===== src/common/hpm_pkg.sv =====
// Hardware performance monitor shared widths, CSR map, event codes and bus types
package hpm_pkg;

  // ----------------------------------------
  // Sizes
  // ----------------------------------------
  localparam int unsigned NR_COUNTERS     = 6;
  localparam int unsigned NR_COMMIT_PORTS = 2;
  localparam int unsigned CNT_W           = 64;
  localparam int unsigned DATA_W          = 32;
  localparam int unsigned ADDR_W          = 12;
  localparam int unsigned EV_W            = 5;   // Event selector field
  localparam int unsigned REG_W           = 5;   // Architectural register index
  localparam int unsigned IDX_W           = $clog2(NR_COUNTERS);
  localparam int unsigned INHIBIT_BASE    = 3;   // mcountinhibit bit of mhpmcounter3

  // ----------------------------------------
  // CSR map, six addresses per block
  // ----------------------------------------
  localparam logic [ADDR_W-1:0] CSR_MHPM_COUNTER_BASE   = 12'hB03;
  localparam logic [ADDR_W-1:0] CSR_MHPM_COUNTER_H_BASE = 12'hB83;
  localparam logic [ADDR_W-1:0] CSR_MHPM_EVENT_BASE     = 12'h323;
  localparam logic [ADDR_W-1:0] CSR_HPM_COUNTER_BASE    = 12'hC03;  // User mirrors
  localparam logic [ADDR_W-1:0] CSR_HPM_COUNTER_H_BASE  = 12'hC83;

  // Link registers of the calling convention
  localparam logic [REG_W-1:0] RA_REG     = 5'd1;
  localparam logic [REG_W-1:0] ALT_RA_REG = 5'd5;

  // Event codes, gaps are codes that count nothing
  typedef enum logic [EV_W-1:0] {
    EV_NONE        = 5'd0,
    EV_ICACHE_MISS = 5'd1,
    EV_DCACHE_MISS = 5'd2,
    EV_ITLB_MISS   = 5'd3,
    EV_DTLB_MISS   = 5'd4,
    EV_LOAD        = 5'd5,
    EV_STORE       = 5'd6,
    EV_EXCEPTION   = 5'd7,
    EV_ERET        = 5'd8,
    EV_BRANCH      = 5'd9,
    EV_MISPREDICT  = 5'd10,
    EV_CALL        = 5'd12,
    EV_RETURN      = 5'd13,
    EV_SB_FULL     = 5'd14,
    EV_IF_EMPTY    = 5'd15,
    EV_INT         = 5'd20,
    EV_FP          = 5'd21,
    EV_STALL       = 5'd22
  } hpm_event_e;

  typedef enum logic [2:0] {
    FU_NONE, FU_LOAD, FU_STORE, FU_ALU, FU_MULT, FU_CTRL_FLOW, FU_FPU, FU_FPU_VEC
  } fu_e;

  typedef enum logic [1:0] {
    OP_OTHER, OP_ADD, OP_JALR
  } op_e;

  typedef enum logic [2:0] {
    CSR_NONE, CSR_CNT_LO, CSR_CNT_HI, CSR_EVT_SEL, CSR_UCNT_LO, CSR_UCNT_HI
  } csr_kind_e;

  // Slice of a committed instruction seen by event decode
  typedef struct packed {
    fu_e              fu;
    op_e              op;
    logic [REG_W-1:0] rd;
  } commit_instr_t;

  // Single-cycle event pulses from caches, MMU, frontend and issue
  typedef struct packed {
    logic icache_miss;
    logic dcache_miss;
    logic itlb_miss;
    logic dtlb_miss;
    logic exception;
    logic eret;
    logic mispredict;
    logic sb_full;
    logic if_empty;
    logic stall_issue;
  } core_events_t;

  // Counter write request from the CSR file
  typedef struct packed {
    logic              csr_we;  // Any CSR write, stalls counting
    logic              lo_we;
    logic              hi_we;
    logic [IDX_W-1:0]  idx;
    logic [DATA_W-1:0] wdata;
  } cnt_wr_t;

endpackage

===== src/perf_counters.sv =====
// Performance monitor top, event decode feeding the counter bank behind a CSR file
module perf_counters (
  input  logic                                                  clk_i,
  input  logic                                                  rst_ni,
  input  logic                                                  debug_mode_i,
  // SRAM-like CSR port
  input  logic [hpm_pkg::ADDR_W-1:0]                            addr_i,
  input  logic                                                  we_i,
  input  logic [hpm_pkg::DATA_W-1:0]                            data_i,
  output logic [hpm_pkg::DATA_W-1:0]                            data_o,
  // Commit stage
  input  hpm_pkg::commit_instr_t [hpm_pkg::NR_COMMIT_PORTS-1:0] commit_instr_i,
  input  logic                   [hpm_pkg::NR_COMMIT_PORTS-1:0] commit_ack_i,
  // Core event pulses and inhibit mask
  input  hpm_pkg::core_events_t                                 events_i,
  input  logic [hpm_pkg::DATA_W-1:0]                            mcountinhibit_i
);
  import hpm_pkg::*;

  hpm_event_e [NR_COUNTERS-1:0]      event_sel;
  cnt_wr_t                           cnt_wr;
  logic [NR_COUNTERS-1:0]            inc;
  logic [NR_COUNTERS-1:0][CNT_W-1:0] counters;

  hpm_event_decode i_event_decode (
    .commit_instr_i (commit_instr_i),
    .commit_ack_i   (commit_ack_i),
    .events_i       (events_i),
    .event_sel_i    (event_sel),
    .inc_o          (inc)
  );

  hpm_counter_bank i_counter_bank (
    .clk_i           (clk_i),
    .rst_ni          (rst_ni),
    .debug_mode_i    (debug_mode_i),
    .mcountinhibit_i (mcountinhibit_i),
    .inc_i           (inc),
    .cnt_wr_i        (cnt_wr),
    .counters_o      (counters)
  );

  hpm_csr_regs i_csr_regs (
    .clk_i       (clk_i),
    .rst_ni      (rst_ni),
    .addr_i      (addr_i),
    .we_i        (we_i),
    .data_i      (data_i),
    .counters_i  (counters),
    .event_sel_o (event_sel),
    .cnt_wr_o    (cnt_wr),
    .data_o      (data_o)
  );

endmodule


===== src/hpm_csr_regs.sv =====
// CSR file of the monitor, address decode, event selectors, read mux and counter writes
module hpm_csr_regs (
  input  logic                                               clk_i,
  input  logic                                               rst_ni,
  input  logic [hpm_pkg::ADDR_W-1:0]                         addr_i,
  input  logic                                               we_i,
  input  logic [hpm_pkg::DATA_W-1:0]                         data_i,
  input  logic [hpm_pkg::NR_COUNTERS-1:0][hpm_pkg::CNT_W-1:0] counters_i,
  output hpm_pkg::hpm_event_e [hpm_pkg::NR_COUNTERS-1:0]      event_sel_o,
  output hpm_pkg::cnt_wr_t                                    cnt_wr_o,
  output logic [hpm_pkg::DATA_W-1:0]                         data_o
);
  import hpm_pkg::*;

  csr_kind_e                        kind;
  logic [ADDR_W-1:0]                base;  // First address of the hit block
  logic [IDX_W-1:0]                 idx;
  hpm_event_e [NR_COUNTERS-1:0]     event_sel_q;

  // True when addr falls in the six-entry block starting at blk
  function automatic logic in_block(logic [ADDR_W-1:0] addr, logic [ADDR_W-1:0] blk);
    return (addr >= blk) && (addr < blk + NR_COUNTERS);
  endfunction

  // ----------------------------------------
  // Address decode
  // ----------------------------------------
  always_comb begin
    kind = CSR_NONE;
    base = '0;
    if (in_block(addr_i, CSR_MHPM_COUNTER_BASE)) begin
      kind = CSR_CNT_LO;
      base = CSR_MHPM_COUNTER_BASE;
    end else if (in_block(addr_i, CSR_MHPM_COUNTER_H_BASE)) begin
      kind = CSR_CNT_HI;
      base = CSR_MHPM_COUNTER_H_BASE;
    end else if (in_block(addr_i, CSR_MHPM_EVENT_BASE)) begin
      kind = CSR_EVT_SEL;
      base = CSR_MHPM_EVENT_BASE;
    end else if (in_block(addr_i, CSR_HPM_COUNTER_BASE)) begin
      kind = CSR_UCNT_LO;
      base = CSR_HPM_COUNTER_BASE;
    end else if (in_block(addr_i, CSR_HPM_COUNTER_H_BASE)) begin
      kind = CSR_UCNT_HI;
      base = CSR_HPM_COUNTER_H_BASE;
    end
    idx = IDX_W'(addr_i - base);  // Only meaningful on a hit
  end

  // ----------------------------------------
  // Read mux
  // ----------------------------------------
  always_comb begin
    case (kind)
      CSR_CNT_LO, CSR_UCNT_LO: data_o = counters_i[idx][DATA_W-1:0];
      CSR_CNT_HI, CSR_UCNT_HI: data_o = counters_i[idx][CNT_W-1:DATA_W];
      CSR_EVT_SEL:             data_o = DATA_W'(event_sel_q[idx]);
      default:                 data_o = '0;
    endcase
  end

  // Mirrors and unmapped writes still stall counting for the cycle
  assign cnt_wr_o.csr_we = we_i;
  assign cnt_wr_o.lo_we  = we_i && (kind == CSR_CNT_LO);
  assign cnt_wr_o.hi_we  = we_i && (kind == CSR_CNT_HI);
  assign cnt_wr_o.idx    = idx;
  assign cnt_wr_o.wdata  = data_i;

  // Event selectors keep only the low bits of the write data
  always_ff @(posedge clk_i or negedge rst_ni) begin
    if (!rst_ni) begin
      for (int k = 0; k < NR_COUNTERS; k++) begin
        event_sel_q[k] <= EV_NONE;
      end
    end else if (we_i && (kind == CSR_EVT_SEL)) begin
      event_sel_q[idx] <= hpm_event_e'(data_i[EV_W-1:0]);
    end
  end

  assign event_sel_o = event_sel_q;

endmodule


===== src/hpm_counter_bank.sv =====
// Counter bank, six 64-bit event counters with gated increment and half-word writes
module hpm_counter_bank (
  input  logic                                               clk_i,
  input  logic                                               rst_ni,
  input  logic                                               debug_mode_i,
  input  logic [hpm_pkg::DATA_W-1:0]                         mcountinhibit_i,
  input  logic [hpm_pkg::NR_COUNTERS-1:0]                    inc_i,
  input  hpm_pkg::cnt_wr_t                                   cnt_wr_i,
  output logic [hpm_pkg::NR_COUNTERS-1:0][hpm_pkg::CNT_W-1:0] counters_o
);
  import hpm_pkg::*;

  logic [NR_COUNTERS-1:0]            cnt_en;
  logic [NR_COUNTERS-1:0][CNT_W-1:0] cnt_d;
  logic [NR_COUNTERS-1:0][CNT_W-1:0] cnt_q;

  // ----------------------------------------
  // Increment gating
  // ----------------------------------------
  // Counting pauses in debug mode and during any CSR write cycle
  always_comb begin
    for (int k = 0; k < NR_COUNTERS; k++) begin
      cnt_en[k] = inc_i[k] && !mcountinhibit_i[INHIBIT_BASE + k] &&
                  !debug_mode_i && !cnt_wr_i.csr_we;
    end
  end

  // ----------------------------------------
  // Next-state
  // ----------------------------------------
  always_comb begin
    cnt_d = cnt_q;
    for (int k = 0; k < NR_COUNTERS; k++) begin
      if (cnt_en[k]) begin
        cnt_d[k] = cnt_q[k] + CNT_W'(1);
      end
      if (cnt_wr_i.idx == IDX_W'(k)) begin
        if (cnt_wr_i.lo_we) begin
          cnt_d[k][DATA_W-1:0] = cnt_wr_i.wdata;  // High half kept
        end
        if (cnt_wr_i.hi_we) begin
          cnt_d[k][CNT_W-1:DATA_W] = cnt_wr_i.wdata;  // Low half kept
        end
      end
    end
  end

  always_ff @(posedge clk_i or negedge rst_ni) begin
    if (!rst_ni) begin
      cnt_q <= '0;
    end else begin
      cnt_q <= cnt_d;
    end
  end

  assign counters_o = cnt_q;

endmodule


===== src/hpm_event_decode.sv =====
// Event decode, classifies committed instructions and picks one event per counter
module hpm_event_decode (
  input  hpm_pkg::commit_instr_t [hpm_pkg::NR_COMMIT_PORTS-1:0] commit_instr_i,
  input  logic                   [hpm_pkg::NR_COMMIT_PORTS-1:0] commit_ack_i,
  input  hpm_pkg::core_events_t                                 events_i,
  input  hpm_pkg::hpm_event_e    [hpm_pkg::NR_COUNTERS-1:0]     event_sel_i,
  output logic                   [hpm_pkg::NR_COUNTERS-1:0]     inc_o
);
  import hpm_pkg::*;

  // Commit-class flags, ORed over acknowledged ports
  logic load_any;
  logic store_any;
  logic branch_any;
  logic call_any;
  logic return_any;
  logic int_any;
  logic fp_any;

  // ----------------------------------------
  // Commit classification
  // ----------------------------------------
  always_comb begin
    load_any   = 1'b0;
    store_any  = 1'b0;
    branch_any = 1'b0;
    call_any   = 1'b0;
    return_any = 1'b0;
    int_any    = 1'b0;
    fp_any     = 1'b0;
    for (int p = 0; p < NR_COMMIT_PORTS; p++) begin
      if (commit_ack_i[p]) begin
        load_any   |= commit_instr_i[p].fu == FU_LOAD;
        store_any  |= commit_instr_i[p].fu == FU_STORE;
        branch_any |= commit_instr_i[p].fu == FU_CTRL_FLOW;
        // JAL decodes as ADD, link register marks a call
        call_any   |= (commit_instr_i[p].fu == FU_CTRL_FLOW) &&
                      (commit_instr_i[p].op inside {OP_ADD, OP_JALR}) &&
                      (commit_instr_i[p].rd inside {RA_REG, ALT_RA_REG});
        return_any |= (commit_instr_i[p].op == OP_JALR) && (commit_instr_i[p].rd == '0);
        int_any    |= commit_instr_i[p].fu inside {FU_ALU, FU_MULT};
        fp_any     |= commit_instr_i[p].fu inside {FU_FPU, FU_FPU_VEC};
      end
    end
  end

  // ----------------------------------------
  // Per-counter event mux
  // ----------------------------------------
  always_comb begin
    for (int k = 0; k < NR_COUNTERS; k++) begin
      case (event_sel_i[k])
        EV_ICACHE_MISS: inc_o[k] = events_i.icache_miss;
        EV_DCACHE_MISS: inc_o[k] = events_i.dcache_miss;
        EV_ITLB_MISS:   inc_o[k] = events_i.itlb_miss;
        EV_DTLB_MISS:   inc_o[k] = events_i.dtlb_miss;
        EV_LOAD:        inc_o[k] = load_any;
        EV_STORE:       inc_o[k] = store_any;
        EV_EXCEPTION:   inc_o[k] = events_i.exception;
        EV_ERET:        inc_o[k] = events_i.eret;
        EV_BRANCH:      inc_o[k] = branch_any;
        EV_MISPREDICT:  inc_o[k] = events_i.mispredict;
        EV_CALL:        inc_o[k] = call_any;
        EV_RETURN:      inc_o[k] = return_any;
        EV_SB_FULL:     inc_o[k] = events_i.sb_full;
        EV_IF_EMPTY:    inc_o[k] = events_i.if_empty;
        EV_INT:         inc_o[k] = int_any;
        EV_FP:          inc_o[k] = fp_any;
        EV_STALL:       inc_o[k] = events_i.stall_issue;
        default:        inc_o[k] = 1'b0;  // EV_NONE and unused codes
      endcase
    end
  end

endmodule


===== config.mk =====
export PLATFORM = sky130hd
export DESIGN_NAME = perf_counters
export DESIGN_NICKNAME = d
export VERILOG_FILES = /design/src/common/hpm_pkg.sv /design/src/perf_counters.sv /design/src/hpm_csr_regs.sv /design/src/hpm_counter_bank.sv /design/src/hpm_event_decode.sv
export SDC_FILE = /design/constraint.sdc
export NUM_CORES = 1
export LEC_CHECK = 0
export ABC_AREA = 0
export ABC_CLOCK_PERIOD_IN_PS = 12400
export BUFFER_PORTS_ARGS = -buffer_cell sky130_fd_sc_hd__clkbuf_2
export CAP_MARGIN = 10
export CORE_ASPECT_RATIO = 1.2
export CORE_UTILIZATION = 50
export CTS_CLUSTER_DIAMETER = 120
export DETAILED_ROUTE_END_ITERATION = 8
export GPL_TIMING_DRIVEN = 0
export PLACE_DENSITY = 0.69
export SLEW_MARGIN = 25
export SYNTH_ARGS = -nofsm -noshare
export SYNTH_HDL_FRONTEND = slang
export SYNTH_SLANG_ARGS = --single-unit

===== constraint.sdc =====
create_clock -name clk_i -period 12.4 [get_ports clk_i]
set_input_delay 2.48 -clock clk_i [delete_from_list [all_inputs] [get_ports clk_i]]
set_output_delay 2.48 -clock clk_i [all_outputs]
set_load 0.005 [all_outputs]

==> key figures <==
Run status
  • Status: finished with violations
  • Failing checks: DRC

Worst setup path
  • FF-to-FF Start: i_csr_regs.event_sel_o[28]
  • Element type at the critical path start: input port
  • Crit path DAT: 8.15 ns
  • Delay-heaviest family, CP: buffers and inverters
  • Crit path kind: in2out
  • Crit path max fanout: 10
  • Worst path max stage delay: 0.79 ns
  • Critical Path End Type: primary output
  • CP most frequent cell: clkbuf_2
  • Buffer and inverter count on the worst path: 6
  • CP required: 9.92 ns
  • Crit path launch: addr_i[2]
  • CP max stage cell: buf_1
  • Crit path cell chain: clkbuf_2, or4b_1, o21ai_1, or4b_1, nor2_1, nand3b_1, nand2_1, ha_1, clkbuf_1, buf_2, clkbuf_2, buf_1, mux2i_1, nor2_1, a221oi_1, a311oi_1, clkbuf_2

Min path
  • Hold Crit Class: reg2reg
  • Min-delay src: i_counter_bank.counters_o[319]

STA
  • Rel. slew slack: 17.6%
  • Final setup viols: 0
  • Hold Worst Slack: 0.573 ns
  • Final hold violation count: 0
  • Crit share post-route: 85.7%
  • Final Skew: 0.0173 ns
  • Final Critical Period: 10.63 ns
  • Slew Viols, Final: 0
  • Slew @ Worst Pin: 1.24 ns
  • Maximum clock frequency: 94.1 MHz
  • RSZ-0062 raised after global routing: false

Clocking
  • CTS tree: done
  • Clk slew on worst S/H paths: 0.07 ns
  • Cts bufs inserted: 49
  • Clock buffer depth: 3
  • Count of hold-fix buffers inserted at cts: 0
  • Root Driver: clkbuf_16
  • Worst skew pair latency: 0.62 ns
  • Setup Buffers After CTS: 0
  • Clock sinks: 414
  • H-tree levels: 2
  • Post-CTS resize count: 0

Synth
  • Simple-gate share of the synthesized area: 25.3%
  • Compound-Gate Fraction of Synth Area: 12.8%
  • Synth area leaders: dfrtp_1 36%, xor2_1 6.1%, mux4_2 5.3%
  • Largest family of logic cells by synthesized area: simple AND/OR/NAND/NOR gates
  • Dominant cell type by area after synthesis: dfrtp_1
  • Synth warn: 0
  • Post-synthesis async set-or-reset flop share: 100%
  • Post-Synth Adder-Cell Area: 0.463%
  • Post-Syn Instances: 3301
  • Number of synthesized flops with an enable pin: 0
  • Share of the synthesized area in the top cell type: 36.2%
  • XOR/XNOR Fraction of Synth Area: 10.8%
  • Multiplexer share of the synthesized area: 10.4%
  • #FFs+latches synth: 414
  • Avg Inst Size Synth: 8.68 um^2
  • Post-Syn Nets: 3423
  • Ys flop type: dfrtp_1
  • Post-synth cell types: 84
  • Netlist Area Pre-Place: 28600 um^2
  • Seq/Total Area, Yosys: 36.2%

Power and ir drop
  • Worst vdd ir: 120 uV
  • Lkg Pwr: 13.0 nW
  • Pwr dens: 98.9 nW/um^2

Placed design
  • GPL Wtd Cong: 1.05
  • Port Buf Inserts: 112
  • Placed cell count: 4148
  • HPWL after DPL: 92000 um

Flow run
  • Max-Cap Viols: 0

Detailed routing
  • Wire per inst: 28.8 um
  • Drt drc: 26
  • Drt total wl: 122000 um
  • Vias/cell: 6.64
  • Router iterations before antenna repair: 8
  • DR iter-0 viols: 3724
  • Detail Route Antenna Nets: 0
  • Routed vias: 28200

Floorplanning
  • Die width: 220 um
  • Cell row count: 95
  • Core Region: 56300 um^2
  • Die extent in y: 264 um
  • Starting Density: 50.8%
  • Boundary pin count: 144
  • Die Area: 58200 um^2

Global routing
  • First-pass GRT wire length: 177000 um
  • Total GRT Usage: 41.8%
  • Vias in the first global route: 26500
  • Grt ovf: 0
  • Largest net degree at the start of global routing: 83
  • Antenna violations before repair: 3

Cells and area
  • Nets: 3594
  • Share of cells above drive strength 1: 13.2%
  • Non-Filler Instances: 4243
  • Area Overhead vs Synth: 12.0%
## cells in the mapped netlist, types with 53 or more instances
cell type  number
inv_1          53
dfrtp_1       414
clkbuf_1      191
nor3_1         55
xor2_1        200
xnor2_1       152
nand3_1       198
mux2_2         82
mux4_2         68
nor2_1        372
a21oi_1       244
and3_1        101
nand4_1       136
nand2_1       326
o21ai_0       112
## final timing paths
path,depth (start not counted),to,slack [ns]
hold / removal,2,i_counter_bank.counters_o[319],0.57
max in group asynchronous,4,i_counter_bank.counters_o[8],9.04
min in group asynchronous,1,i_counter_bank.counters_o[309],1.78
setup / recovery,17,data_o[13],1.77
setup reg to reg,10,i_counter_bank.counters_o[370],8.51
hold reg to reg,2,i_counter_bank.counters_o[319],0.57
## worst reg2reg max path, delay by kind of cell, from the launching register on
kind,cells,cell delay (ns)
compound gates,4,1.70
xor+xnor,1,0.20
buf+inv,2,0.94
flops,1,0.44
simple gates,3,0.55
## report_power, final
group	switching (mW)	internal [mW]	total (mW)	leakage (nW)
combinational	0.181	0.0614	0.243	6.46
clock	0.654	0.903	1.56	0.839
sequential	0.0128	1.36	1.37	5.70
## flip-flops by register name, summed over array words and instances (netlist names)
name	flops
i_counter_bank.counters_o	384
i_csr_regs.event_sel_o	30
## cells in the final DEF (no fill, tap or decap), types with 43 or more instances in the layout
| master | n |
|---|---|
| a21oi_1 | 244 |
| clkbuf_16 | 51 |
| dfrtp_1 | 414 |
| mux2i_1 | 49 |
| nor2_1 | 372 |
| mux4_2 | 68 |
| clkbuf_1 | 171 |
| o21ai_0 | 112 |
| clkbuf_2 | 139 |
| xor2_1 | 200 |
| nand2_1 | 326 |
| o21ai_1 | 43 |
| xnor2_1 | 152 |
| mux2_2 | 82 |
| nand4_1 | 136 |
| inv_1 | 53 |
| and3_1 | 101 |
| nor3_1 | 55 |
| nand3_1 | 198 |
## per-layer routing
layer	routed length, um	part of all wire (%)	track usage [%]
met2	52800	43	61.5
met1	45400	37	53.1
met4	10600	8.7	29.7
met5	0	0	0
met3	13500	11	10.8
## logic make-up after synthesis
group,count (synthesis)
AND/OR/NAND/NOR,1438
AO/OA/AOI/OAI,588
flip-flops,414
XOR/XNOR,352
buffers and inverters,298
multiplexers,201
adder cells (fa/ha/maj),10
## per-stage QoR
step	power, mW	setup TNS, ns	util [%]	instance area, um^2	worst slack, ns
2_1_floorplan	1.49	0	-	28600	3.85
3_3_place_gp	1.62	-397.97	53.4	30100	-1.06
3_5_place_dp	1.63	0	53.9	30400	1.57
4_1_cts	3.16	0	56.9	32100	1.56
5_1_grt	3.23	0	56.9	32100	1.75
6_report	3.17	0	56.9	32100	1.77
## layout make-up
cell class,count,area [um^2]
diodes,4,10.0
plain buffers,245,996
clock buffers,63,1400
clock inverters,28,289
fillers,5280,24300
inverters,53,199
multi-input cells,2589,17200
flip-flops and latches,414,10400
well taps,727,910
repair buffers,120,732
Power figures use the tool's default switching activity.
